<file path="src/alu_pkg.sv">
package alu_pkg;

  localparam int XLEN      = 64;
  localparam int WLEN      = 32;
  localparam int ALU_SEL_W = 34;

  typedef logic [XLEN-1:0]      xlen_t;
  typedef logic [WLEN-1:0]      word_t;
  typedef logic [ALU_SEL_W-1:0] alu_sel_t;

  // one-hot select bit positions
  localparam int OP_ADD    = 0;
  localparam int OP_ADDW   = 1;
  localparam int OP_SUB    = 2;
  localparam int OP_SUBW   = 3;
  localparam int OP_SLT    = 4;
  localparam int OP_SLTU   = 5;
  localparam int OP_AND    = 6;
  localparam int OP_OR     = 7;
  localparam int OP_XOR    = 8;
  // shift groups: 64-bit reg, 64-bit imm, word imm, word reg
  localparam int OP_SLL    = 9;
  localparam int OP_SLLI   = 10;
  localparam int OP_SLLIW  = 11;
  localparam int OP_SLLW   = 12;
  localparam int OP_SRL    = 13;
  localparam int OP_SRLI   = 14;
  localparam int OP_SRLIW  = 15;
  localparam int OP_SRLW   = 16;
  localparam int OP_SRA    = 17;
  localparam int OP_SRAI   = 18;
  localparam int OP_SRAIW  = 19;
  localparam int OP_SRAW   = 20;
  localparam int OP_REM    = 21;
  localparam int OP_REMU   = 22;
  localparam int OP_REMUW  = 23;
  localparam int OP_REMW   = 24;
  localparam int OP_DIV    = 25;
  localparam int OP_DIVU   = 26;
  localparam int OP_DIVUW  = 27;
  localparam int OP_DIVW   = 28;
  localparam int OP_MUL    = 29;
  localparam int OP_MULH   = 30;
  localparam int OP_MULHSU = 31;
  localparam int OP_MULHU  = 32;
  localparam int OP_MULW   = 33;

  typedef enum logic [1:0] {
    LOGIC_NONE,
    LOGIC_AND,
    LOGIC_OR,
    LOGIC_XOR
  } logic_fn_e;

  typedef struct packed {
    logic      subtract;
    logic      word;
    logic      slt;
    logic      sltu;
    logic_fn_e logic_fn;
  } arith_op_t;

  typedef struct packed {
    logic left;
    logic arith;
    logic word;
    logic wide_amount;
  } shift_op_t;

  typedef struct packed {
    logic rem;
    logic unsigned_op;
    logic word;
  } div_op_t;

  typedef enum logic [2:0] {
    MUL_MUL,
    MUL_MULH,
    MUL_MULHSU,
    MUL_MULHU,
    MUL_MULW
  } mul_kind_e;

  typedef enum logic [2:0] {
    RES_ARITH,
    RES_SHIFT,
    RES_DIV,
    RES_MUL,
    RES_ZERO
  } res_sel_e;

  typedef enum logic [1:0] {
    ST_IDLE,
    ST_BUSY,
    ST_DONE
  } mul_state_e;

endpackage

</file>
<file path="src/alu_shifter.sv">
`timescale 1ns/1ps

module alu_shifter (
  input  alu_pkg::xlen_t     op_1,
  input  alu_pkg::xlen_t     op_2,
  input  alu_pkg::shift_op_t shift_op,
  output alu_pkg::xlen_t     shift_res
);
  import alu_pkg::*;

  logic [5:0] shamt;
  xlen_t      ushift_in;
  xlen_t      sshift_in;
  xlen_t      sll_res;
  xlen_t      srl_res;
  xlen_t      sra_res;

  // bit 5 of the amount only counts for 64-bit forms
  assign shamt = {shift_op.wide_amount & op_2[5], op_2[4:0]};

  // word right shifts see only the low word of op_1
  assign ushift_in = shift_op.word ? {{(XLEN-WLEN){1'b0}}, op_1[WLEN-1:0]} : op_1;
  assign sshift_in = shift_op.word ? {{(XLEN-WLEN){op_1[WLEN-1]}}, op_1[WLEN-1:0]} : op_1;

  assign sll_res = op_1 << shamt;
  assign srl_res = ushift_in >> shamt;
  assign sra_res = $signed(sshift_in) >>> shamt;

  always_comb begin
    if (shift_op.left) begin
      shift_res = sll_res;
    end else if (shift_op.arith) begin
      shift_res = sra_res;
    end else begin
      shift_res = srl_res;
    end
  end

endmodule

</file>
<file path="config.mk">
export PLATFORM = sky130hd
export DESIGN_NAME = alu_shifter
export DESIGN_NICKNAME = d
export VERILOG_FILES = /design/src/alu_pkg.sv /design/src/alu_shifter.sv
export SDC_FILE = /design/constraint.sdc
export NUM_CORES = 1
export LEC_CHECK = 0
export ABC_AREA = 1
export CAP_MARGIN = 20
export CORE_ASPECT_RATIO = 1.2
export CORE_UTILIZATION = 48
export DETAILED_ROUTE_END_ITERATION = 8
export DONT_BUFFER_PORTS = 1
export PLACE_DENSITY = 0.6
export SYNTH_ARGS = -nofsm -noshare
export SYNTH_HDL_FRONTEND = slang
export SYNTH_SLANG_ARGS = --single-unit
</file>
<file path="constraint.sdc">
create_clock -name vclk -period 5.3
set_clock_uncertainty 0.05 [all_clocks]
set_input_delay 1.06 -clock vclk [all_inputs]
set_output_delay 1.06 -clock vclk [all_outputs]
set_load 0.01 [all_outputs]
</file>
==> flow_metrics.env <==
export IMPL_dp_cells=2675
export IMPL_placed_cell_area_sq_um=11100
export IMPL_io_buffers=0
export IMPL_rows=61
export IMPL_cts_resized=0
export IMPL_post_cts_setup_buffers=0
export IMPL_stdcell_area_sq_um=11100
export IMPL_yosysSeqAreaShare=0
export IMPL_vias_per_cell=6.51
export IMPL_fillers=2871
export IMPL_endpoint_kind="output pin"
export IMPL_post_route_period_util=0.887
export IMPL_synth_area_sq_um=11400
export IMPL_timing_final_ws_setup_ns=0.600
export IMPL_worstHoldStart="shift_op[3]"
export IMPL_die_x_um=142
export IMPL_overflow=0
export IMPL_hpwl_um=47400
export IMPL_detail_route_wl_per_cell_um=23.3
export IMPL_final_cell_mix="nand2_1, nand3_1, o21ai_0"
export IMPL_nets=2494
export IMPL_fin_cells=2675
export IMPL_yosysWarnings=0
export IMPL_grt_pass1_vias=14800
export IMPL_ant_nets=0
export IMPL_die_h_um=171
export IMPL_grt_pass1_wl_um=90600
export IMPL_grtUsageTotal=0.501
export IMPL_antennaDiodeCount=0
export IMPL_design_portCount=196
export IMPL_grt_max_degree=167
export IMPL_layout_min_cycle_time_ns=4.70
export IMPL_crit_path_start_kind="input pin"
export IMPL_relSlewSlack=0.432
export IMPL_vias=17400
export IMPL_drc=0
export IMPL_drive_above_1_share=0.0292
export IMPL_arrival_ns=3.59
export IMPL_grt_antenna_before_repair=1
export IMPL_peakVddDrop_v=0.0000875
export IMPL_setup_tns_final_ns=0
export IMPL_drtPass1Iterations=7
export IMPL_syn_area_per_cell_sq_um=4.49
export IMPL_max_freq_mhz=213
export IMPL_area_delta_synth_final_pct=-2.53
export IMPL_hold_viol=0
export IMPL_start_util=0.490
export IMPL_min_path_type="input pin to output pin"
export IMPL_path_max_fanout=16
export IMPL_rsz0062_at_grt="false"
export IMPL_seqCellArea_sq_um=0
export IMPL_ctsHoldBuffers=0
export IMPL_dieArea_sq_um=24300
export IMPL_synth_distinct_cells=40
export IMPL_seq_cells=0
export IMPL_core_area_sq_um=23200
export IMPL_syn_inst=2535
export IMPL_status="finished, final reports clean"
export IMPL_worstPathRequired_ns=4.19
export IMPL_post_place_ws_ns=0.965
export IMPL_drt_iter0_markers=3122
export IMPL_leakagePower_nw=5.92
export IMPL_layout_commonest_cell="nand2_1"
export IMPL_clock_buffers=0
export IMPL_setup_violations=0
export IMPL_critical_path_class="input pin to output pin"
export IMPL_power_density_nw_per_um2=124
export IMPL_cp_startpoint="shift_op[1]"
export IMPL_place_congestion=1.08
export IMPL_crit_end="shift_res[40]"
export IMPL_worstMarginPinSlew_ns=0.843
export IMPL_routed_wl_um=62400
export IMPL_drv_slew=0
export IMPL_synth_nets=2667
export IMPL_drv_cap=0
[worst max-delay path: stages]
cell and delay [ns]:
nand2_2 0.31, nand2_1 0.20, inv_1 0.25, nor2_1 0.09, inv_1 0.41, buf_4 0.34
nand2_1 0.08, o21ai_1 0.58, nand2_1 0.24
[cells in the mapped netlist]
cell type | number | share of area
nand3_2 | 2 | 0.0018
o2111ai_1 | 1 | 0.00077
o22ai_1 | 2 | 0.0011
inv_6 | 1 | 0.00077
buf_6 | 13 | 0.013
inv_1 | 73 | 0.024
buf_1 | 58 | 0.019
a31oi_1 | 1 | 0.00055
inv_2 | 6 | 0.0020
o311ai_0 | 1 | 0.00077
o21bai_1 | 2 | 0.0013
a21boi_0 | 3 | 0.0020
buf_4 | 12 | 0.0079
o21ai_0 | 124 | 0.055
nor3_2 | 1 | 0.00088
nand2_1 | 1151 | 0.38
a21oi_1 | 55 | 0.024
or2_0 | 1 | 0.00055
o21ai_1 | 74 | 0.033
nor4_1 | 1 | 0.00055
a21oi_2 | 4 | 0.0031
or2_1 | 7 | 0.0039
o21ai_2 | 3 | 0.0023
buf_12 | 1 | 0.0018
buf_2 | 69 | 0.030
a22oi_1 | 1 | 0.00066
and2_1 | 10 | 0.0055
nand3_1 | 646 | 0.28
clkbuf_1 | 56 | 0.018
nor3_1 | 4 | 0.0018
mux2i_1 | 22 | 0.019
nor2_2 | 1 | 0.00055
nand4_1 | 18 | 0.0099
nor2_1 | 70 | 0.023
inv_4 | 1 | 0.00055
or2_2 | 2 | 0.0011
o211ai_1 | 27 | 0.018
buf_8 | 1 | 0.0013
a21boi_1 | 2 | 0.0013
nand2_2 | 8 | 0.0044
[logic make-up (layout without fill, tap and decap cells)]
| group | count (synthesis) | count (layout) | share of synthesized area |
|---|---|---|---|
| AOI/OAI and AO/OA | 300 | 300 | 0.143 |
| muxes | 22 | 22 | 0.0194 |
| and+or+nand+nor | 1922 | 1922 | 0.718 |
| buffers and inverters | 291 | 116 | 0.119 |
[power breakdown]
| part | internal (mW) | switching, mW |
|---|---|---|
| logic | 0.365 | 1.01 |
| registers | 0 | 0 |
| clock network | 0 | 0 |
[metrics by stage]
step	utilization	power (mW)	hold WS, ns
final	0.478	1.37	2.17
after global routing	0.478	1.46	2.17
after detailed placement	0.478	1.29	2.17
after floorplan	-	0.979	2.16
after global placement	0.478	1.29	2.17
after CTS	0.478	1.30	2.17
[how the worst min path moves through the flow]
stage | end | depth (start not counted)
after floorplan | shift_res[39] | 1
after global placement | shift_res[39] | 1
after detailed placement | shift_res[39] | 1
after CTS | shift_res[39] | 1
after global routing | shift_res[39] | 1
final | shift_res[39] | 1
[cell type report]
cell class                      instances  area, sq um  share of cell area
Timing Repair Buffer                   35          338              0.0305
Tap cell                              315          394              0.0356
Multi-Input combinational cell       2244        10000               0.905
Inverter                               81          322              0.0290
[metal layers]
metal,part of all wire,global-route usage
met4,0.082,0.338
met5,0,0
met1,0.38,0.670
met3,0.15,0.140
met2,0.39,0.686
Note: power is estimated with default switching activity, not from simulation.
