--- config.mk ---
export PLATFORM = sky130hd
export DESIGN_NAME = alu_arith_logic
export DESIGN_NICKNAME = d
export VERILOG_FILES = /design/src/alu_pkg.sv /design/src/alu_arith_logic.sv
export SDC_FILE = /design/constraint.sdc
export NUM_CORES = 1
export LEC_CHECK = 0
export ABC_AREA = 1
export BUFFER_PORTS_ARGS = -buffer_cell sky130_fd_sc_hd__buf_4
export CORE_UTILIZATION = 50
export DETAILED_ROUTE_END_ITERATION = 8
export GPL_ROUTABILITY_DRIVEN = 0
export GPL_TIMING_DRIVEN = 0
export PLACE_DENSITY = 0.72
export SETUP_SLACK_MARGIN = 0.3
export SYNTH_ARGS = -nofsm -noshare
export SYNTH_HDL_FRONTEND = slang
export SYNTH_SLANG_ARGS = --single-unit
export TNS_END_PERCENT = 1
--- constraint.sdc ---
create_clock -name vclk -period 6
set_input_delay 0.9 -clock vclk [all_inputs]
set_output_delay 0.9 -clock vclk [all_outputs]
set_load 0.05 [all_outputs]
--- src/alu_pkg.sv ---
package alu_pkg;

  localparam int XLEN      = 64;
  localparam int WLEN      = 32;
  localparam int ALU_SEL_W = 34;

  typedef logic [XLEN-1:0]      xlen_t;
  typedef logic [WLEN-1:0]      word_t;
  typedef logic [ALU_SEL_W-1:0] alu_sel_t;

  // one-hot select bit positions
  localparam int OP_ADD    = 0;
  localparam int OP_ADDW   = 1;
  localparam int OP_SUB    = 2;
  localparam int OP_SUBW   = 3;
  localparam int OP_SLT    = 4;
  localparam int OP_SLTU   = 5;
  localparam int OP_AND    = 6;
  localparam int OP_OR     = 7;
  localparam int OP_XOR    = 8;
  // shift groups: 64-bit reg, 64-bit imm, word imm, word reg
  localparam int OP_SLL    = 9;
  localparam int OP_SLLI   = 10;
  localparam int OP_SLLIW  = 11;
  localparam int OP_SLLW   = 12;
  localparam int OP_SRL    = 13;
  localparam int OP_SRLI   = 14;
  localparam int OP_SRLIW  = 15;
  localparam int OP_SRLW   = 16;
  localparam int OP_SRA    = 17;
  localparam int OP_SRAI   = 18;
  localparam int OP_SRAIW  = 19;
  localparam int OP_SRAW   = 20;
  localparam int OP_REM    = 21;
  localparam int OP_REMU   = 22;
  localparam int OP_REMUW  = 23;
  localparam int OP_REMW   = 24;
  localparam int OP_DIV    = 25;
  localparam int OP_DIVU   = 26;
  localparam int OP_DIVUW  = 27;
  localparam int OP_DIVW   = 28;
  localparam int OP_MUL    = 29;
  localparam int OP_MULH   = 30;
  localparam int OP_MULHSU = 31;
  localparam int OP_MULHU  = 32;
  localparam int OP_MULW   = 33;

  typedef enum logic [1:0] {
    LOGIC_NONE,
    LOGIC_AND,
    LOGIC_OR,
    LOGIC_XOR
  } logic_fn_e;

  typedef struct packed {
    logic      subtract;
    logic      word;
    logic      slt;
    logic      sltu;
    logic_fn_e logic_fn;
  } arith_op_t;

  typedef struct packed {
    logic left;
    logic arith;
    logic word;
    logic wide_amount;
  } shift_op_t;

  typedef struct packed {
    logic rem;
    logic unsigned_op;
    logic word;
  } div_op_t;

  typedef enum logic [2:0] {
    MUL_MUL,
    MUL_MULH,
    MUL_MULHSU,
    MUL_MULHU,
    MUL_MULW
  } mul_kind_e;

  typedef enum logic [2:0] {
    RES_ARITH,
    RES_SHIFT,
    RES_DIV,
    RES_MUL,
    RES_ZERO
  } res_sel_e;

  typedef enum logic [1:0] {
    ST_IDLE,
    ST_BUSY,
    ST_DONE
  } mul_state_e;

endpackage

--- src/alu_arith_logic.sv ---
`timescale 1ns/1ps

module alu_arith_logic (
  input  alu_pkg::xlen_t     op_1,
  input  alu_pkg::xlen_t     op_2,
  input  alu_pkg::arith_op_t arith_op,
  output alu_pkg::xlen_t     arith_res
);
  import alu_pkg::*;

  xlen_t op_2_in;
  xlen_t sum;
  xlen_t logic_res;
  logic  lt_signed;
  logic  lt_unsigned;

  // single adder, subtract as op_1 + ~op_2 + 1
  assign op_2_in = op_2 ^ {XLEN{arith_op.subtract}};
  assign sum     = op_1 + op_2_in + xlen_t'(arith_op.subtract);

  // compare from operand signs and the difference sign
  assign lt_signed   = (op_1[XLEN-1] & ~op_2[XLEN-1]) |
                       ((op_1[XLEN-1] == op_2[XLEN-1]) & sum[XLEN-1]);
  assign lt_unsigned = (~op_1[XLEN-1] & op_2[XLEN-1]) |
                       ((op_1[XLEN-1] == op_2[XLEN-1]) & sum[XLEN-1]);

  always_comb begin
    case (arith_op.logic_fn)
      LOGIC_AND: logic_res = op_1 & op_2;
      LOGIC_OR:  logic_res = op_1 | op_2;
      LOGIC_XOR: logic_res = op_1 ^ op_2;
      default:   logic_res = '0;
    endcase
  end

  always_comb begin
    if (arith_op.slt) begin
      arith_res = xlen_t'(lt_signed);
    end else if (arith_op.sltu) begin
      arith_res = xlen_t'(lt_unsigned);
    end else if (arith_op.logic_fn != LOGIC_NONE) begin
      arith_res = logic_res;
    end else if (arith_op.word) begin
      // low word only, extension happens in the control block
      arith_res = {{(XLEN-WLEN){1'b0}}, sum[WLEN-1:0]};
    end else begin
      arith_res = sum;
    end
  end

endmodule

==> results of run 1 <==
## final cells by class
cell class	instances	area, um^2
multi-input cells	1367	8479
fillers	2096	7717
repair buffers	197	1479
inverters	328	1231
well taps	265	331.6
plain buffers	46	224.0
## worst min-delay path by stage
stage | startpoint | endpoint | slack [ns] | depth (start not counted)
after floorplan | arith_op[3] | arith_res[0] | 2.12 | 2
after global placement | arith_op[3] | arith_res[0] | 2.18 | 4
after detailed placement | arith_op[3] | arith_res[0] | 2.20 | 4
after CTS | arith_op[3] | arith_res[0] | 2.20 | 4
after global routing | arith_op[3] | arith_res[0] | 2.21 | 4
final | arith_op[3] | arith_res[0] | 2.20 | 4
## worst max-delay path: stages
cell and delay (ns):
buf_4 0.22, buf_1 0.94, xor2_1 0.25, ha_1 0.41, nand2_1 0.14, nor2_2 0.22, nand2_1 0.13, nor2_1 0.14
nand2_1 0.07, nand3_1 0.21, nand3b_1 0.28, nand3_1 0.17, nand3_1 0.10, a21oi_1 0.16, buf_4 0.22
## metal layers
metal | share of wire, % | wire length [um] | track usage (%) | vias to the layer above
met5 | 0 | 0 | 0 | -
met4 | 3.4 | 1281 | 11.43 | 0
met3 | 11 | 4032 | 4.091 | 79
met2 | 41 | 15600 | 56.23 | 655
met1 | 45 | 16790 | 51.40 | 5551
li1 | - | - | - | 6013
## logic make-up after synthesis
family / after synthesis / share of synthesized area [%]
compound gates: 344 / 20.47
simple gates: 730 / 31.16
fa+ha+maj: 207 / 26.15
buf+inv: 374 / 14.65
xor+xnor: 86 / 7.582
## stage by stage
step                area (um^2)  total power, uW  instances  utilization (%)  setup slack (ns)
floorplan                  9935            876.9       1741                -             1.393
global placement          11750             1279       2203            60.35            0.7330
detailed placement        11750             1298       2203            60.35            0.7423
CTS                       11750             1305       2203            60.35            0.7304
global route              11750             1460       2203            60.35            0.4522
finish                    11750             1342       2203            60.35            0.5117
## layout by cell type, fill, tap and decap left out, types with 26 or more instances in the layout
cell type	count
nor2_1	175
buf_4	200
inv_1	312
nand3_1	87
nand2_1	384
clkbuf_1	26
a221oi_1	35
a21oi_1	144
ha_1	206
xor2_1	78
o21ai_0	91
o211ai_1	34
## power groups by stage
| stage | Sequential, uW | Combinational (uW) | Clock, uW |
|---|---|---|---|
| CTS | 0 | 1300 | 0 |
| global route | 0 | 1460 | 0 |
| floorplan | 0 | 877 | 0 |
| detailed placement | 0 | 1300 | 0 |
| finish | 0 | 1340 | 0 |
| global placement | 0 | 1280 | 0 |
==> flow_metrics.env, run 1 <==
export IMPL_period_minus_slack_ns=5.488
export IMPL_power_frac_comb_pct=100.0
export IMPL_status="finished clean"
export IMPL_area_growth_pct=18.22
export IMPL_p_leak_uw=0.006534
export IMPL_grt_pass1_wl_um=57150
export IMPL_seq_area_frac_synth_pct=0
export IMPL_arrival_ns=4.59
export IMPL_fp_dieArea_um2=20440
export IMPL_critPathCapture="arith_res[53]"
export IMPL_wirelength_um=37700
export IMPL_ctsHoldBuffers=0
export IMPL_vdd_ir_drop_max_mv=0.07143
export IMPL_place_hpwl_um=31840
export IMPL_ctsResizeCount=0
export IMPL_die_w_um=143.0
export IMPL_drt_iter0_markers=1333
export IMPL_port_buffers=197
export IMPL_first_global_vias=11150
export IMPL_io_pins=198
export IMPL_drv_cap=0
export IMPL_coreArea_um2=19460
export IMPL_slew_headroom_pct=17.14
export IMPL_critical_path_endpoint_type="output port"
export IMPL_yosys_top_cells_count="nand2_1, inv_1, ha_1"
export IMPL_setup_tns_ns=0
export IMPL_clkbuf_count=0
export IMPL_ys_types=46
export IMPL_drc=0
export IMPL_rows=51
export IMPL_die_h_um=143.0
export IMPL_seq_cell_count=0
export IMPL_initial_utilization_pct=51.04
export IMPL_clkPwrFrac_pct=0
export IMPL_num_nets_final=2281
export IMPL_grt_start_max_net_pins=11
export IMPL_critPathKind="primary input to output port"
export IMPL_synth_most_common_cell="nand2_1"
export IMPL_yosysWarnings=0
export IMPL_grt_usage_pct=36.16
export IMPL_synthCells=1741
export IMPL_post_cts_buffers=0
export IMPL_antenna_found_initial=0
export IMPL_routed_via_count=12300
export IMPL_num_antenna_cells=0
export IMPL_hold_violations=0
export IMPL_synthTopCellsByArea="ha_1, nand2_1, inv_1"
export IMPL_holdWs_ns=2.203
export IMPL_power_switching_uw=892.1
export IMPL_synth_top_area_share_pct=25.94
export IMPL_p_int_uw=450.0
export IMPL_overflow=0
export IMPL_critical_path_peak_fanout=10
export IMPL_worstPathRequired_ns=5.10
export IMPL_seq_area_um2=0
export IMPL_sw_frac_of_total_pct=66.47
export IMPL_fmax_ghz=0.1822
export IMPL_rsz0062_at_grt="false"
export IMPL_wl_per_cell_um=17.11
export IMPL_vias_per_cell=5.582
export IMPL_layout_drive_gt1_share_pct=14.09
export IMPL_drtPass1Iterations=6
export IMPL_cp_start_kind="primary input"
export IMPL_p_seq_share_pct=0
export IMPL_worst_pin_slew_ns=1.243
export IMPL_avgSynthCellArea_um2=5.706
export IMPL_synth_area_leader_cell="ha_1"
export IMPL_hp_class="primary input to output port"
export IMPL_powerDensity_nw_per_um2=114.3
export IMPL_finalCritPeriodShare_pct=91.47
export IMPL_setup_violations_final=0
export IMPL_slew_viol_final=0
export IMPL_setup_worst_path_start="arith_op[5]"
export IMPL_syn_nets=2082
export IMPL_drtAntennaViolNets=0
export IMPL_netlist_area_um2=9935
Note: power is estimated with default switching activity, not from simulation.
==> run 2: changes to the inputs <==
--- a/config.mk
+++ b/config.mk
@@ -12,6 +12,7 @@
 export GPL_ROUTABILITY_DRIVEN = 0
 export GPL_TIMING_DRIVEN = 0
 export PLACE_DENSITY = 0.72
+export REMOVE_ABC_BUFFERS = 1
 export SETUP_SLACK_MARGIN = 0.3
 export SYNTH_ARGS = -nofsm -noshare
 export SYNTH_HDL_FRONTEND = slang
==> flow_metrics.env, run 2 (synthesized netlist as in run 1, its figures left out) <==
export IMPL_power_switching_uw=854.7
export IMPL_drtPass1Iterations=6
export IMPL_vias_per_cell=5.471
export IMPL_wl_per_cell_um=15.00
export IMPL_arrival_ns=4.41
export IMPL_overflow=0
export IMPL_slowest_stage="buf_4"
export IMPL_num_antenna_cells=0
export IMPL_grt_usage_pct=31.15
export IMPL_grt_start_max_net_pins=65
export IMPL_powerDensity_nw_per_um2=112.0
export IMPL_cp_top_family="simple AND/OR/NAND/NOR gates"
export IMPL_post_cts_buffers=0
export IMPL_setup_tns_ns=0
export IMPL_seq_area_um2=0
export IMPL_postLayoutCoreUtil_pct=59.73
export IMPL_clkPwrFrac_pct=0
export IMPL_first_global_vias=10630
export IMPL_rsz0062_at_grt="false"
export IMPL_die_h_um=143.0
export IMPL_p_seq_share_pct=0
export IMPL_worstPathRequired_ns=5.10
export IMPL_clkbuf_count=0
export IMPL_ctsResizeCount=0
export IMPL_status="finished clean"
export IMPL_crit_chain="buf_4 -> nand2_2 -> nand2_2 -> inv_1 -> fa_1 -> inv_1 -> nand3_1 -> nand2_1 -> nand2_1 -> nand2_2 -> nand2_2 -> nand2_2 -> nand2_1 -> nand3_1 -> nand2_1 -> nand3_1 -> nand3_1 -> a21oi_1 -> buf_4"
export IMPL_layout_common_cells="nand2_1, inv_1, ha_1"
export IMPL_num_nets_final=2240
export IMPL_critical_path_peak_fanout=64
export IMPL_hold_violations=0
export IMPL_critical_path_endpoint_type="output port"
export IMPL_setup_violations_final=0
export IMPL_routed_via_count=11830
export IMPL_critPathKind="primary input to output port"
export IMPL_slew_headroom_pct=18.13
export IMPL_worst_pin_slew_ns=1.226
export IMPL_seq_cell_count=0
export IMPL_total_power_uw=1302
export IMPL_area_growth_pct=17.02
export IMPL_drtAntennaViolNets=0
export IMPL_slew_viol_final=0
export IMPL_coreArea_um2=19460
export IMPL_drc=0
export IMPL_cpMostUsedCell="nand2_2"
export IMPL_final_common_cell="nand2_1"
export IMPL_fmax_ghz=0.1882
export IMPL_wirelength_um=32440
export IMPL_ctsHoldBuffers=0
export IMPL_die_w_um=143.0
export IMPL_layout_drive_gt1_share_pct=14.23
export IMPL_cp_start_kind="primary input"
export IMPL_initial_utilization_pct=51.04
export IMPL_antenna_found_initial=0
export IMPL_p_leak_uw=0.006455
export IMPL_place_hpwl_um=27170
export IMPL_hp_class="primary input to output port"
export IMPL_sw_frac_of_total_pct=65.63
export IMPL_p_int_uw=447.6
export IMPL_port_buffers=198
export IMPL_finalCritPeriodShare_pct=88.55
export IMPL_vdd_ir_drop_max_mv=0.05560
export IMPL_cpPeakStageDelay_ns=0.78
export IMPL_fp_dieArea_um2=20440
export IMPL_rows=51
export IMPL_io_pins=198
export IMPL_drt_iter0_markers=930
export IMPL_grt_pass1_wl_um=51460
export IMPL_power_frac_comb_pct=100.0
export IMPL_period_minus_slack_ns=5.313
export IMPL_drv_cap=0
export IMPL_crit_buf_inv=4
-- run 2: changes by cell type in the layout (fill, tap and decap cells not counted), moves of 2 or more --
cell,delta
clkbuf_1,-26
buf_2,-7
buf_1,-6
buf_12,+4
buf_4,-2
nor2_1,-2
nor2_4,+2
-- run 2: per-stage QoR --
stage | setup WS, ns | hold WS, ns | std cells | instance area, um^2
finish | 0.6871 | 2.195 | 2162 | 11620
global route | 0.4344 | 2.211 | 2162 | 11620
CTS | 0.7407 | 2.197 | 2162 | 11620
detailed placement | 0.7454 | 2.194 | 2162 | 11620
global placement | -3.372 | 2.183 | 2158 | 11530
floorplan | -0.5548 | 2.119 | 1695 | 9711
-- run 2: power groups by stage --
stage	Clock, uW	Combinational [uW]	Sequential [uW]
global placement	0	1250	0
floorplan	0	861	0
detailed placement	0	1270	0
global route	0	1430	0
CTS	0	1280	0
finish	0	1300	0
-- run 2: layout make-up --
cell class / instances / area, um^2
Inverter: 328 / 1232
Tap cell: 265 / 331.6
Multi-Input combinational cell: 1367 / 8494
Fill cell: 2040 / 7838
Timing Repair Buffer: 202 / 1567
-- run 2: metal layers --
metal  GRT usage [%]  vias to the layer above  wire (um)
met5               0                        -          0
met4           7.753                        0        743
met3           3.219                       51       2722
met2           48.70                      485      13630
met1           45.00                     5361      15340
li1                -                     5931          -
-- run 2: path summary, 6_finish.rpt --
path   startpoint            end  slack [ns]  cells after the start
max   arith_op[5]  arith_res[52]        0.69                     19
min   arith_op[3]   arith_res[0]        2.20                      4
