`src/alu_pkg.sv`:
```
package alu_pkg;

  localparam int XLEN      = 64;
  localparam int WLEN      = 32;
  localparam int ALU_SEL_W = 34;

  typedef logic [XLEN-1:0]      xlen_t;
  typedef logic [WLEN-1:0]      word_t;
  typedef logic [ALU_SEL_W-1:0] alu_sel_t;

  // one-hot select bit positions
  localparam int OP_ADD    = 0;
  localparam int OP_ADDW   = 1;
  localparam int OP_SUB    = 2;
  localparam int OP_SUBW   = 3;
  localparam int OP_SLT    = 4;
  localparam int OP_SLTU   = 5;
  localparam int OP_AND    = 6;
  localparam int OP_OR     = 7;
  localparam int OP_XOR    = 8;
  // shift groups: 64-bit reg, 64-bit imm, word imm, word reg
  localparam int OP_SLL    = 9;
  localparam int OP_SLLI   = 10;
  localparam int OP_SLLIW  = 11;
  localparam int OP_SLLW   = 12;
  localparam int OP_SRL    = 13;
  localparam int OP_SRLI   = 14;
  localparam int OP_SRLIW  = 15;
  localparam int OP_SRLW   = 16;
  localparam int OP_SRA    = 17;
  localparam int OP_SRAI   = 18;
  localparam int OP_SRAIW  = 19;
  localparam int OP_SRAW   = 20;
  localparam int OP_REM    = 21;
  localparam int OP_REMU   = 22;
  localparam int OP_REMUW  = 23;
  localparam int OP_REMW   = 24;
  localparam int OP_DIV    = 25;
  localparam int OP_DIVU   = 26;
  localparam int OP_DIVUW  = 27;
  localparam int OP_DIVW   = 28;
  localparam int OP_MUL    = 29;
  localparam int OP_MULH   = 30;
  localparam int OP_MULHSU = 31;
  localparam int OP_MULHU  = 32;
  localparam int OP_MULW   = 33;

  typedef enum logic [1:0] {
    LOGIC_NONE,
    LOGIC_AND,
    LOGIC_OR,
    LOGIC_XOR
  } logic_fn_e;

  typedef struct packed {
    logic      subtract;
    logic      word;
    logic      slt;
    logic      sltu;
    logic_fn_e logic_fn;
  } arith_op_t;

  typedef struct packed {
    logic left;
    logic arith;
    logic word;
    logic wide_amount;
  } shift_op_t;

  typedef struct packed {
    logic rem;
    logic unsigned_op;
    logic word;
  } div_op_t;

  typedef enum logic [2:0] {
    MUL_MUL,
    MUL_MULH,
    MUL_MULHSU,
    MUL_MULHU,
    MUL_MULW
  } mul_kind_e;

  typedef enum logic [2:0] {
    RES_ARITH,
    RES_SHIFT,
    RES_DIV,
    RES_MUL,
    RES_ZERO
  } res_sel_e;

  typedef enum logic [1:0] {
    ST_IDLE,
    ST_BUSY,
    ST_DONE
  } mul_state_e;

endpackage

```
`src/alu_ctrl.sv`:
```
`timescale 1ns/1ps

module alu_ctrl (
  input  logic               clk,
  input  logic               reset,
  input  alu_pkg::alu_sel_t  alu_sel,
  input  logic               lsu_stall,
  input  alu_pkg::xlen_t     arith_res,
  input  alu_pkg::xlen_t     shift_res,
  input  alu_pkg::xlen_t     div_res,
  input  alu_pkg::xlen_t     mul_result,
  input  logic               mul_done,
  output alu_pkg::arith_op_t arith_op,
  output alu_pkg::shift_op_t shift_op,
  output alu_pkg::div_op_t   div_op,
  output alu_pkg::mul_kind_e mul_kind,
  output logic               mul_start,
  output logic               alu_stall,
  output logic               alu_ok,
  output alu_pkg::xlen_t     result
);
  import alu_pkg::*;

  logic       is_arith;
  logic       is_shift;
  logic       is_div;
  logic       is_mul;
  res_sel_e   res_sel;
  mul_state_e state;
  mul_state_e state_next;

  assign is_arith = |alu_sel[OP_XOR:OP_ADD];
  assign is_shift = |alu_sel[OP_SRAW:OP_SLL];
  assign is_div   = |alu_sel[OP_DIVW:OP_REM];
  assign is_mul   = |alu_sel[OP_MULW:OP_MUL];

  // select bits to per-unit op fields
  always_comb begin
    arith_op.subtract = alu_sel[OP_SUB] | alu_sel[OP_SUBW] | alu_sel[OP_SLT] | alu_sel[OP_SLTU];
    arith_op.word     = alu_sel[OP_ADDW] | alu_sel[OP_SUBW];
    arith_op.slt      = alu_sel[OP_SLT];
    arith_op.sltu     = alu_sel[OP_SLTU];
    if (alu_sel[OP_AND])      arith_op.logic_fn = LOGIC_AND;
    else if (alu_sel[OP_OR])  arith_op.logic_fn = LOGIC_OR;
    else if (alu_sel[OP_XOR]) arith_op.logic_fn = LOGIC_XOR;
    else                      arith_op.logic_fn = LOGIC_NONE;

    shift_op.left  = |alu_sel[OP_SLLW:OP_SLL];
    shift_op.arith = |alu_sel[OP_SRAW:OP_SRA];
    shift_op.word  = alu_sel[OP_SLLIW] | alu_sel[OP_SLLW] | alu_sel[OP_SRLIW] |
                     alu_sel[OP_SRLW] | alu_sel[OP_SRAIW] | alu_sel[OP_SRAW];
    // 64-bit forms may use shamt[5]
    shift_op.wide_amount = alu_sel[OP_SLL] | alu_sel[OP_SLLI] | alu_sel[OP_SRL] |
                           alu_sel[OP_SRLI] | alu_sel[OP_SRA] | alu_sel[OP_SRAI];

    div_op.rem         = |alu_sel[OP_REMW:OP_REM];
    div_op.unsigned_op = alu_sel[OP_REMU] | alu_sel[OP_REMUW] | alu_sel[OP_DIVU] |
                         alu_sel[OP_DIVUW];
    div_op.word        = alu_sel[OP_REMUW] | alu_sel[OP_REMW] | alu_sel[OP_DIVUW] |
                         alu_sel[OP_DIVW];

    if (alu_sel[OP_MULH])        mul_kind = MUL_MULH;
    else if (alu_sel[OP_MULHSU]) mul_kind = MUL_MULHSU;
    else if (alu_sel[OP_MULHU])  mul_kind = MUL_MULHU;
    else if (alu_sel[OP_MULW])   mul_kind = MUL_MULW;
    else                         mul_kind = MUL_MUL;

    if (is_arith)      res_sel = RES_ARITH;
    else if (is_shift) res_sel = RES_SHIFT;
    else if (is_div)   res_sel = RES_DIV;
    else if (is_mul)   res_sel = RES_MUL;
    else               res_sel = RES_ZERO;
  end

  always_ff @(posedge clk) begin
    if (reset) begin
      state <= ST_IDLE;
    end else begin
      state <= state_next;
    end
  end

  // multiply sequencing, stall is raised in the issue cycle already
  always_comb begin
    state_next = state;
    mul_start  = 1'b0;
    alu_stall  = 1'b0;
    alu_ok     = 1'b0;
    case (state)
      ST_IDLE: begin
        if (is_mul) begin
          mul_start  = 1'b1;
          alu_stall  = 1'b1;
          state_next = ST_BUSY;
        end
      end
      ST_BUSY: begin
        alu_stall = 1'b1;
        if (mul_done) begin
          state_next = ST_DONE;
        end
      end
      ST_DONE: begin
        // hold the product while the lsu is stalled
        if (lsu_stall) begin
          alu_stall = 1'b1;
        end else begin
          alu_ok     = 1'b1;
          state_next = ST_IDLE;
        end
      end
      default: state_next = ST_IDLE;
    endcase
  end

  always_comb begin
    case (res_sel)
      RES_ARITH: result = arith_op.word ?
                          {{(XLEN-WLEN){arith_res[WLEN-1]}}, arith_res[WLEN-1:0]} : arith_res;
      RES_SHIFT: result = shift_op.word ?
                          {{(XLEN-WLEN){shift_res[WLEN-1]}}, shift_res[WLEN-1:0]} : shift_res;
      RES_DIV:   result = div_res;
      RES_MUL:   result = mul_result;
      default:   result = '0;
    endcase
  end

endmodule

```
`config.mk`:
```
export PLATFORM = sky130hd
export DESIGN_NAME = alu_ctrl
export DESIGN_NICKNAME = d
export VERILOG_FILES = /design/src/alu_pkg.sv /design/src/alu_ctrl.sv
export SDC_FILE = /design/constraint.sdc
export NUM_CORES = 1
export LEC_CHECK = 0
export ABC_AREA = 1
export BUFFER_PORTS_ARGS = -buffer_cell sky130_fd_sc_hd__buf_2
export CAP_MARGIN = 20
export CORE_AREA = 5 5 143 145
export CTS_CLUSTER_SIZE = 20
export DETAILED_ROUTE_END_ITERATION = 10
export DIE_AREA = 0 0 148 150
export GPL_ROUTABILITY_DRIVEN = 0
export SYNTH_ARGS = -nofsm -noshare
export SYNTH_HDL_FRONTEND = slang
export SYNTH_SLANG_ARGS = --single-unit
```
`constraint.sdc`:
```
create_clock -name clk -period 3 [get_ports clk]
set_clock_uncertainty 0.15 [all_clocks]
set_input_delay 0.75 -clock clk [delete_from_list [all_inputs] [get_ports clk]]
set_output_delay 0.75 -clock clk [all_outputs]
set_load 0.005 [all_outputs]
```
==> impl_metrics.prom, run 1 <==
# TYPE chip_impl_metric gauge
chip_impl_info{name="top_regs",value="state: 2 flops"} 1
chip_impl_info{name="worst_setup_path_end_kind",value="output port"} 1
chip_impl_metric{name="die_height",unit="um"} 150
chip_impl_metric{name="maximum_number_of_pins_on_one_net_before_global_route_repair",unit=""} 65
chip_impl_metric{name="routedWlPerCell",unit="um"} 16.4
chip_impl_info{name="r2r_start",value="state[0]"} 1
chip_impl_metric{name="power.density",unit="mW/mm2"} 125
chip_impl_metric{name="crit_path_max_fanout",unit=""} 8
chip_impl_metric{name="postLayoutSetupSlackWorst",unit="ps"} -71.6
chip_impl_metric{name="synthAdderAreaFrac",unit="%"} 0
chip_impl_info{name="worst_hold_path_type",value="reg2reg"} 1
chip_impl_metric{name="regToRegSetupSlack",unit="ps"} 1960
chip_impl_metric{name="antenna_found_initial",unit=""} 2
chip_impl_metric{name="initial_core_util",unit="%"} 16.3
chip_impl_info{name="worstSetupStartpoint",value="alu_sel[11]"} 1
chip_impl_info{name="unrepaired_setup_endpoints_after_global_routing",value="yes"} 1
chip_impl_metric{name="detail_route.wirelength",unit="mm"} 20.6
chip_impl_metric{name="placedCellCount",unit=""} 1232
chip_impl_metric{name="setup_viol",unit=""} 33
chip_impl_metric{name="largest_register_ff_count",unit=""} 2
chip_impl_metric{name="report.final.hold_viol_count",unit=""} 0
chip_impl_info{name="worst_r2r_endpoint",value="state[1]"} 1
chip_impl_metric{name="synth_compound_gate_area_share",unit="%"} 6.04
chip_impl_metric{name="syn_nets",unit=""} 938
chip_impl_metric{name="area_delta_synth_final",unit="%"} 101
chip_impl_metric{name="irDropWorstVdd",unit="mV"} 0.382
chip_impl_metric{name="fmaxAchievable",unit="GHz"} 0.326
chip_impl_info{name="violations_in_the_final_reports",value="setup timing"} 1
chip_impl_info{name="regMostFlops",value="state"} 1
chip_impl_metric{name="finalNetCount",unit=""} 1316
chip_impl_metric{name="placement_rows",unit=""} 51
chip_impl_metric{name="drt.antenna.violating_nets",unit=""} 0
chip_impl_metric{name="power_leakage",unit="uW"} 0.00326
chip_impl_metric{name="muxShareOfSynthArea",unit="%"} 0
chip_impl_metric{name="yosys_warnings",unit=""} 0
chip_impl_metric{name="die-area",unit="mm2"} 0.0222
chip_impl_metric{name="clock_sink_count",unit=""} 2
chip_impl_metric{name="dpl.hpwl",unit="mm"} 15.1
chip_impl_metric{name="finalWorstPathRequiredPeriod",unit="ps"} 3070
chip_impl_metric{name="grt_first_pass_wirelength",unit="mm"} 29.8
chip_impl_metric{name="netlist-cell-type-count",unit=""} 21
chip_impl_metric{name="yosysSeqAreaShare",unit="%"} 1.29
chip_impl_metric{name="fillerInstances",unit=""} 2076
chip_impl_metric{name="clockBufferDepth",unit=""} 2
chip_impl_metric{name="core",unit="mm2"} 0.0191
chip_impl_metric{name="io_buffers",unit=""} 376
chip_impl_metric{name="slew_headroom",unit="%"} 59.0
chip_impl_metric{name="clock_buffer_count_from_cts",unit=""} 3
chip_impl_info{name="run_status",value="finished, violations left"} 1
chip_impl_metric{name="worst-endpoint-required",unit="ps"} 2100
chip_impl_metric{name="post_layout_cell_count",unit=""} 1259
chip_impl_metric{name="first_iter_violations",unit=""} 346
chip_impl_metric{name="drt_first_pass_iters",unit=""} 5
chip_impl_metric{name="crit_arrival",unit="ps"} 2170
chip_impl_metric{name="fin_setup_tns",unit="ps"} -773
chip_impl_metric{name="detail_route.drc_violations",unit=""} 0
chip_impl_metric{name="layout.core_utilization",unit="%"} 32.8
chip_impl_metric{name="first_global_vias",unit=""} 5759
chip_impl_metric{name="report.final.slew_viol_count",unit=""} 0
chip_impl_info{name="worst_min_delay_path_startpoint",value="state[0]"} 1
chip_impl_metric{name="floorplan_die_width",unit="um"} 148
chip_impl_info{name="timing.hold.worst_endpoint",value="state[0]"} 1
chip_impl_metric{name="share_of_cells_above_drive_strength_1",unit="%"} 49.1
chip_impl_info{name="synth_top_family_by_area",value="simple AND/OR/NAND/NOR gates"} 1
chip_impl_metric{name="min_period_over_period",unit="%"} 102
chip_impl_metric{name="post_synthesis_xor_xnor_area_fraction",unit="%"} 0
chip_impl_metric{name="clk_transition_reported_paths",unit="ps"} 30
chip_impl_metric{name="worstHoldPathCells",unit=""} 2
chip_impl_info{name="clock_tree_from_tritoncts",value="done"} 1
chip_impl_metric{name="timing.max_cap.violations",unit=""} 0
chip_impl_metric{name="synth-seq-cells",unit=""} 2
chip_impl_info{name="cts_root_buffer",value="clkbuf_16"} 1
chip_impl_metric{name="grt_overflow_total",unit=""} 0
chip_impl_metric{name="via_per_inst",unit=""} 4.72
chip_impl_metric{name="syn-mean-instance-area",unit="um2"} 4.82
chip_impl_metric{name="grtUsageTotal",unit="%"} 16.4
chip_impl_info{name="crit_type",value="in2out"} 1
chip_impl_metric{name="number_of_cells_produced_by_synthesis",unit=""} 644
chip_impl_metric{name="timing.reg2reg.worst_path_depth",unit=""} 5
chip_impl_metric{name="io_pins",unit=""} 377
chip_impl_metric{name="worstMarginPinSlew",unit="ps"} 614
chip_impl_metric{name="deepest_level_of_the_cts_h_tree",unit=""} 1
chip_impl_metric{name="dr_total_vias",unit=""} 5942
chip_impl_info{name="worstSetupStartpointType",value="input port"} 1
chip_impl_metric{name="syn_area",unit="mm2"} 0.00311
chip_impl_metric{name="clk_latency",unit="ps"} 220
chip_impl_metric{name="synth_simple_gate_area_share",unit="%"} 75.1
## cells in the mapped netlist, drive strengths merged
cell	count	share of area, %
buf	29	7.5
clkbuf	34	4.1
and2b	1	0.24
inv	49	5.9
a211oi	1	0.24
nand4	34	6.8
dfxtp	2	1.3
a21oi	33	5.3
o21ai	3	0.48
nand3b	32	7.7
nor2	119	15
nand3	197	32
nor3	2	0.32
nand2	107	13
or4	1	0.24
## how the worst max path moves through the flow
stage / endpoint / depth (start not counted)
finish: result[61] / 12
global route: result[61] / 12
CTS: result[4] / 12
detailed placement: result[45] / 10
global placement: result[36] / 10
floorplan: result[26] / 9
## placed cells by master, fill, tap and decap left out, drive strengths merged
cell    Yosys  routed
buf        29     433
nand3     197     197
nor2      119     119
nand2     107     107
inv        49      49
nand4      34      34
a21oi      33      33
nand3b     32      32
clkbuf     34       5
o21ai       3       3
nor3        2       2
dfxtp       2       2
diode       0       1
and2b       1       1
or4         1       1
a211oi      1       1
bufbuf      0       1
## repair_timing
action,4_1_cts,5_1_grt
pin swaps,13,41
resized for setup,49,46
endpoints found under the setup margin,64,64
gates cloned,10,2
buffers inserted,14,1
hold buffers,0,0
## area by class of cell
type	instances	area, um2	share of cell area (%)
clock buffer	3	75.1	1.20
antenna	1	2.50	0.0400
tap	238	298	4.76
inverter	49	184	2.94
multi-input combinational	530	2800	44.8
sequential	2	40.0	0.640
timing repair buffer	436	2860	45.6
## per-stage QoR
stage / cell area (um2) / total power, uW / hold slack (ps) / worst slack (ps)
after floorplan: 3110 / 220 / 319 / 301
after global placement: 5370 / 548 / 343 / -193
after detailed placement: 5370 / 550 / 348 / -226
after CTS: 6040 / 767 / 350 / -74.5
after global routing: 6260 / 845 / 394 / -162
final: 6260 / 779 / 343 / -71.6
## worst max-delay path, cell delays in order
cell	delay, ps
buf_6	100
nor2_4	130
nand2_2	90
nor2_4	130
nand2_4	90
nor2_4	160
buf_12	160
buf_12	130
buf_16	140
nand3_2	80
nand3_2	100
buf_2	110
## metal layers
metal  track usage (%)  vias to the layer above  part of all wire [%]
li1                  -                     2926                     -
met1              19.9                     2630                    37
met2              30.1                      346                    51
met3              2.82                       38                   9.7
met4              3.79                        2                   2.3
met5             0.227                        -                 0.034
## logic make-up after synthesis
logic type             after synthesis
flip-flops                           2
AO/OA/AOI/OAI                       37
AND/OR/NAND/NOR                    493
buffers and inverters              112
## where the power goes
group          switching, uW  internal (uW)  total, uW
logic                    258            292        550
clock network           29.6            169        199
registers               1.49           29.1       30.5
No activity file was read; power rests on OpenSTA's default activity.
==> inputs of run 2 (changes only) <==
- CTS_CLUSTER_SIZE: 20 -> not set
- SETUP_SLACK_MARGIN: not set -> 0.1
==> impl_metrics.prom, run 2 (same netlist as run 1, synthesis figures left out) <==
# TYPE chip_impl_metric gauge
chip_impl_info{name="run_status",value="finished, violations left"} 1
chip_impl_info{name="violations_in_the_final_reports",value="setup timing"} 1
chip_impl_metric{name="combinationalPowerShare",unit="%"} 70.9
chip_impl_metric{name="detail_route.drc_violations",unit=""} 0
chip_impl_metric{name="fmaxAchievable",unit="GHz"} 0.325
chip_impl_info{name="critical_path.slowest_cell",value="nor2_4"} 1
chip_impl_metric{name="area_delta_synth_final",unit="%"} 112
chip_impl_info{name="critical_path.most_common_cell",value="nor2_4"} 1
chip_impl_info{name="clock_tree_from_tritoncts",value="done"} 1
chip_impl_metric{name="report.final.slew_viol_count",unit=""} 0
chip_impl_metric{name="finalWorstPathRequiredPeriod",unit="ps"} 3080
chip_impl_metric{name="placement_rows",unit=""} 51
chip_impl_metric{name="largest_register_ff_count",unit=""} 2
chip_impl_metric{name="grt_first_pass_wirelength",unit="mm"} 30.2
chip_impl_metric{name="critical-path-max-stage-delay",unit="ps"} 150
chip_impl_metric{name="post_place_cell_area",unit="mm2"} 0.00537
chip_impl_metric{name="cell_internal_pwr",unit="uW"} 495
chip_impl_metric{name="finalNetCount",unit=""} 1333
chip_impl_metric{name="setup_viol",unit=""} 43
chip_impl_info{name="cts_root_buffer",value="clkbuf_16"} 1
chip_impl_info{name="timing.critical_path.cells",value="buf_2 > nor2_4 > nand2_2 > nor2_4 > nand2_4 > nor2_4 > buf_12 > buf_12 > buf_16 > nand3_1 > nand3b_1 > buf_2"} 1
chip_impl_metric{name="dr_total_vias",unit=""} 6041
chip_impl_metric{name="deepest_level_of_the_cts_h_tree",unit=""} 1
chip_impl_metric{name="power.net_switching",unit="uW"} 294
chip_impl_metric{name="crit_arrival",unit="ps"} 2180
chip_impl_metric{name="initial_core_util",unit="%"} 16.3
chip_impl_info{name="regMostFlops",value="state"} 1
chip_impl_metric{name="p_sw_share",unit="%"} 37.2
chip_impl_metric{name="io_buffers",unit=""} 376
chip_impl_metric{name="drt_first_pass_iters",unit=""} 5
chip_impl_metric{name="fin_setup_tns",unit="ps"} -1690
chip_impl_metric{name="crit_path_max_fanout",unit=""} 9
chip_impl_metric{name="first_iter_violations",unit=""} 346
chip_impl_info{name="worstSetupStartpointType",value="input port"} 1
chip_impl_metric{name="slew_headroom",unit="%"} 59.7
chip_impl_metric{name="power.share.clock",unit="%"} 25.2
chip_impl_metric{name="clock_sink_count",unit=""} 2
chip_impl_info{name="final_cell_mix",value="368 x buf_2, 150 x nand3_1, 98 x nand2_1, 97 x nor2_1, 48 x inv_1"} 1
chip_impl_metric{name="share_of_cells_above_drive_strength_1",unit="%"} 51.7
chip_impl_metric{name="grtUsageTotal",unit="%"} 16.6
chip_impl_metric{name="detail_route.wirelength",unit="mm"} 21.3
chip_impl_metric{name="timing.max_cap.violations",unit=""} 0
chip_impl_metric{name="io_pins",unit=""} 377
chip_impl_info{name="worst_hold_path_type",value="reg2reg"} 1
chip_impl_metric{name="total_buffers_and_inverters_traversed_by_the_critical_path",unit=""} 5
chip_impl_metric{name="dpl.hpwl",unit="mm"} 15.1
chip_impl_metric{name="grt_overflow_total",unit=""} 0
chip_impl_info{name="unrepaired_setup_endpoints_after_global_routing",value="yes"} 1
chip_impl_metric{name="placedCellCount",unit=""} 1232
chip_impl_metric{name="first_global_vias",unit=""} 5836
chip_impl_metric{name="antenna_found_initial",unit=""} 3
chip_impl_metric{name="maximum_number_of_pins_on_one_net_before_global_route_repair",unit=""} 65
chip_impl_metric{name="die-area",unit="mm2"} 0.0222
chip_impl_metric{name="report.final.hold_viol_count",unit=""} 0
chip_impl_metric{name="clk_latency",unit="ps"} 220
chip_impl_metric{name="worstMarginPinSlew",unit="ps"} 604
chip_impl_metric{name="floorplan_die_width",unit="um"} 148
chip_impl_metric{name="pwr-share-seq",unit="%"} 3.9
chip_impl_metric{name="post_layout_cell_count",unit=""} 1277
chip_impl_metric{name="die_height",unit="um"} 150
chip_impl_metric{name="power_leakage",unit="uW"} 0.00335
chip_impl_metric{name="hold_buffers",unit=""} 0
chip_impl_metric{name="fin_area",unit="mm2"} 0.00658
chip_impl_info{name="worst_setup_path_end_kind",value="output port"} 1
chip_impl_metric{name="min_period_over_period",unit="%"} 103
chip_impl_info{name="critPathTopFamily",value="simple AND/OR/NAND/NOR gates"} 1
chip_impl_metric{name="regToRegSetupSlack",unit="ps"} 1960
chip_impl_metric{name="worst-endpoint-required",unit="ps"} 2100
chip_impl_metric{name="drt.antenna.violating_nets",unit=""} 0
chip_impl_metric{name="postLayoutSetupSlackWorst",unit="ps"} -75.8
chip_impl_metric{name="irDropWorstVdd",unit="mV"} 0.382
chip_impl_metric{name="routedWlPerCell",unit="um"} 16.7
chip_impl_metric{name="clk_transition_reported_paths",unit="ps"} 30
chip_impl_metric{name="via_per_inst",unit=""} 4.73
chip_impl_metric{name="core",unit="mm2"} 0.0191
chip_impl_metric{name="power.density",unit="mW/mm2"} 120
chip_impl_metric{name="clockBufferDepth",unit=""} 2
chip_impl_metric{name="clock_buffer_count_from_cts",unit=""} 3
chip_impl_info{name="layout.cells.most_common",value="buf_2"} 1
chip_impl_info{name="top_regs",value="state: 2 flops"} 1
chip_impl_metric{name="fillerInstances",unit=""} 2033
chip_impl_info{name="crit_type",value="in2out"} 1
## run 2: final timing paths
kind,from,endpoint,cells after the start
hold reg to reg,state[0],state[0],2
setup / recovery,alu_sel[16],result[16],12
hold / removal,state[0],state[0],2
setup reg to reg,state[0],state[1],5
## run 2: final cells by class
type / count / area [um2] / share of cell area [%]
flip-flops and latches: 2 / 40.0 / 0.609
repair buffers: 453 / 3070 / 46.7
inverters: 49 / 184 / 2.80
clock buffers: 3 / 75.1 / 1.14
diodes: 2 / 5.00 / 0.0761
multi-input cells: 530 / 2900 / 44.2
well taps: 238 / 298 / 4.53
## run 2: routing by layer
| metal | track usage, % | vias to the layer above | routed length [um] |
|---|---|---|---|
| met5 | 0.227 | - | 7 |
| met4 | 3.97 | 2 | 504 |
| met3 | 3.09 | 42 | 1950 |
| met2 | 30.2 | 350 | 10700 |
| met1 | 20.2 | 2683 | 8190 |
| li1 | - | 2964 | - |
## run 2: worst min-delay path, stage by stage, from the launching register on
cell,delay [ps]
dfxtp_1,310
nand3_1,80
a21oi_1,60
## run 2: power by group through the flow
stage	sequential (uW)	clock (uW)	combinational, uW
2_1_floorplan	30.6	0	189
3_3_place_gp	30.8	0	517
3_5_place_dp	30.9	0	519
4_1_cts	30.6	201	545
5_1_grt	31.1	204	621
6_report	30.5	199	559
## run 2: timing repair
action	4_1_cts	5_1_grt
endpoints found under the setup margin	64	65
buffers inserted	23	5
gates cloned	10	5
pin swaps	21	51
resized for setup	74	56
## run 2: through the flow
stage	worst slack, ps	power (uW)	hold WS, ps	util [%]
floorplan	301	220	319	-
global placement	-193	548	343	28.1
detailed placement	-226	550	348	28.1
CTS	-82.1	777	350	32.5
global route	-175	857	394	34.5
finish	-75.8	789	343	34.5
==> inputs of run 3 (changes only) <==
- CORE_AREA: 5 5 143 145 -> 5 5 145 147
- DIE_AREA: 0 0 148 150 -> 0 0 150 152
- clock period: 3 -> 2.6 ns (I/O delays scaled with it)
==> impl_metrics.prom, run 3 (same netlist as run 1, synthesis figures left out) <==
# TYPE chip_impl_metric gauge
chip_impl_info{name="run_status",value="finished, violations left"} 1
chip_impl_info{name="violations_in_the_final_reports",value="setup timing"} 1
chip_impl_metric{name="clock_sink_count",unit=""} 2
chip_impl_metric{name="first_iter_violations",unit=""} 481
chip_impl_metric{name="fin_setup_tns",unit="ps"} -23250
chip_impl_metric{name="via_per_inst",unit=""} 4.74
chip_impl_metric{name="worst-endpoint-required",unit="ps"} 1800
chip_impl_info{name="layout.cells.most_common",value="buf_2"} 1
chip_impl_info{name="worst_hold_path_type",value="reg2reg"} 1
chip_impl_metric{name="io_buffers",unit=""} 376
chip_impl_metric{name="hold_buffers",unit=""} 0
chip_impl_metric{name="grtUsageTotal",unit="%"} 17.7
chip_impl_metric{name="power.density",unit="mW/mm2"} 136
chip_impl_metric{name="power_leakage",unit="uW"} 0.00349
chip_impl_metric{name="layout.core_utilization",unit="%"} 35.2
chip_impl_metric{name="fillerInstances",unit=""} 2163
chip_impl_metric{name="share_of_cells_above_drive_strength_1",unit="%"} 53.4
chip_impl_metric{name="grt_first_pass_wirelength",unit="mm"} 32.3
chip_impl_metric{name="clk_latency",unit="ps"} 220
chip_impl_metric{name="min_period_over_period",unit="%"} 116
chip_impl_metric{name="dr_total_vias",unit=""} 6277
chip_impl_info{name="top_signal_layer_used",value="met4"} 1
chip_impl_metric{name="largest_register_ff_count",unit=""} 2
chip_impl_metric{name="dpl.hpwl",unit="mm"} 15.7
chip_impl_metric{name="report.final.slew_viol_count",unit=""} 0
chip_impl_metric{name="postLayoutSetupSlackWorst",unit="ps"} -422
chip_impl_metric{name="floorplan_die_width",unit="um"} 150
chip_impl_metric{name="crit_path_max_fanout",unit=""} 5
chip_impl_metric{name="multi_input_area",unit="mm2"} 0.00298
chip_impl_metric{name="layout.area.seq",unit="um2"} 40.0
chip_impl_metric{name="deepest_level_of_the_cts_h_tree",unit=""} 1
chip_impl_metric{name="drt.antenna.violating_nets",unit=""} 0
chip_impl_metric{name="antenna_found_initial",unit=""} 1
chip_impl_metric{name="finalNetCount",unit=""} 1350
chip_impl_metric{name="initial_core_util",unit="%"} 15.7
chip_impl_metric{name="crit_arrival",unit="ps"} 2220
chip_impl_metric{name="setup_viol",unit=""} 64
chip_impl_metric{name="detail_route.drc_violations",unit=""} 0
chip_impl_metric{name="die-area",unit="mm2"} 0.0228
chip_impl_info{name="regMostFlops",value="state"} 1
chip_impl_info{name="unrepaired_setup_endpoints_after_global_routing",value="yes"} 1
chip_impl_metric{name="io_pins",unit=""} 377
chip_impl_metric{name="clockBufferDepth",unit=""} 2
chip_impl_metric{name="slew_headroom",unit="%"} 73.2
chip_impl_metric{name="placement_rows",unit=""} 52
chip_impl_info{name="crit_type",value="in2out"} 1
chip_impl_metric{name="irDropWorstVdd",unit="mV"} 0.410
chip_impl_metric{name="worstMarginPinSlew",unit="ps"} 402
chip_impl_info{name="worst_setup_path_end_kind",value="output port"} 1
chip_impl_metric{name="first_global_vias",unit=""} 6120
chip_impl_metric{name="routedWlPerCell",unit="um"} 17.4
chip_impl_metric{name="grt_overflow_total",unit=""} 0
chip_impl_metric{name="clock_buffer_count_from_cts",unit=""} 3
chip_impl_info{name="worstSetupStartpointType",value="input port"} 1
chip_impl_metric{name="m1WireLength",unit="mm"} 8.52
chip_impl_info{name="top_regs",value="state: 2 flops"} 1
chip_impl_metric{name="report.final.hold_viol_count",unit=""} 0
chip_impl_metric{name="core",unit="mm2"} 0.0198
chip_impl_metric{name="fmaxAchievable",unit="GHz"} 0.331
chip_impl_metric{name="met2_wirelength",unit="mm"} 11.3
chip_impl_metric{name="die_height",unit="um"} 152
chip_impl_info{name="final_cell_mix",value="368 x buf_2, 134 x nand3_1, 102 x nand2_1, 101 x nor2_1, 59 x nand3_2"} 1
chip_impl_metric{name="clk_transition_reported_paths",unit="ps"} 30
chip_impl_metric{name="maximum_number_of_pins_on_one_net_before_global_route_repair",unit=""} 37
chip_impl_metric{name="detail_route.wirelength",unit="mm"} 23.0
chip_impl_info{name="clock_tree_from_tritoncts",value="done"} 1
chip_impl_info{name="cts_root_buffer",value="clkbuf_16"} 1
chip_impl_metric{name="finalWorstPathRequiredPeriod",unit="ps"} 3020
chip_impl_metric{name="drt_first_pass_iters",unit=""} 5
chip_impl_metric{name="timing.max_cap.violations",unit=""} 0
chip_impl_metric{name="area_delta_synth_final",unit="%"} 124
chip_impl_metric{name="met3_length",unit="mm"} 2.19
==> run 3: cell count changes in the layout (fill, tap and decap cells not counted), moves of 5 or more <==
cell	previous run	this run
buf_4	28	44
nand3_1	150	134
nand3_2	47	59
buf_6	23	13
buf_16	9	14
==> run 3: metrics by stage <==
step	instance area, um2	setup WS (ps)	cells	hold slack (ps)	power, uW
finish	6960	-422	1325	347	949
CTS	6660	-330	1316	345	927
floorplan	3110	101	644	319	253
detailed placement	5570	-421	1279	335	652
global placement	5570	-395	1279	335	649
global route	6960	-511	1325	373	1020
==> run 3: cell type report <==
class | count | area share (%)
Tap cell | 270 | 4.86
Inverter | 49 | 2.64
Clock buffer | 3 | 1.08
Timing Repair Buffer | 470 | 48.0
Antenna cell | 1 | 0.0360
Multi-Input combinational cell | 530 | 42.8
Sequential cell | 2 | 0.576
==> run 3: final timing paths <==
path	slack, ps	endpoint	from	cells after the start
max	-420	result[57]	alu_sel[17]	13
min	350	state[0]	state[0]	2
max reg2reg	1540	state[1]	state[0]	5
min reg2reg	350	state[0]	state[0]	2
==> run 3: power by group <==
| part | switching, uW | internal [uW] | leakage, uW |
|---|---|---|---|
| clock network | 32.4 | 195 | 0.0000370 |
| logic | 320 | 366 | 0.00344 |
| registers | 1.88 | 33.5 | 0.0000166 |
==> run 3: critical path: stages <==
cell,delay [ps]
buf_2,100
inv_2,40
nand2_1,50
and2b_1,230
nand2_2,90
buf_12,140
nor2_4,180
buf_8,160
buf_12,140
clkbuf_16,150
nand3_1,70
nand3_1,90
buf_2,110
==> run 3: repair_timing <==
item | CTS | global route
gates resized for setup | 97 | 41
gates cloned | 15 | 2
buffers inserted | 20 | 6
pin swaps | 36 | 31
endpoints found under the setup margin | 64 | 66
endpoints found under the hold margin | 0 | 0
==> run 3: layer usage <==
layer	vias to the layer above	track usage (%)
li1	3015	-
met1	2798	20.5
met2	391	31.4
met3	73	3.75
met4	0	6.97
met5	-	0
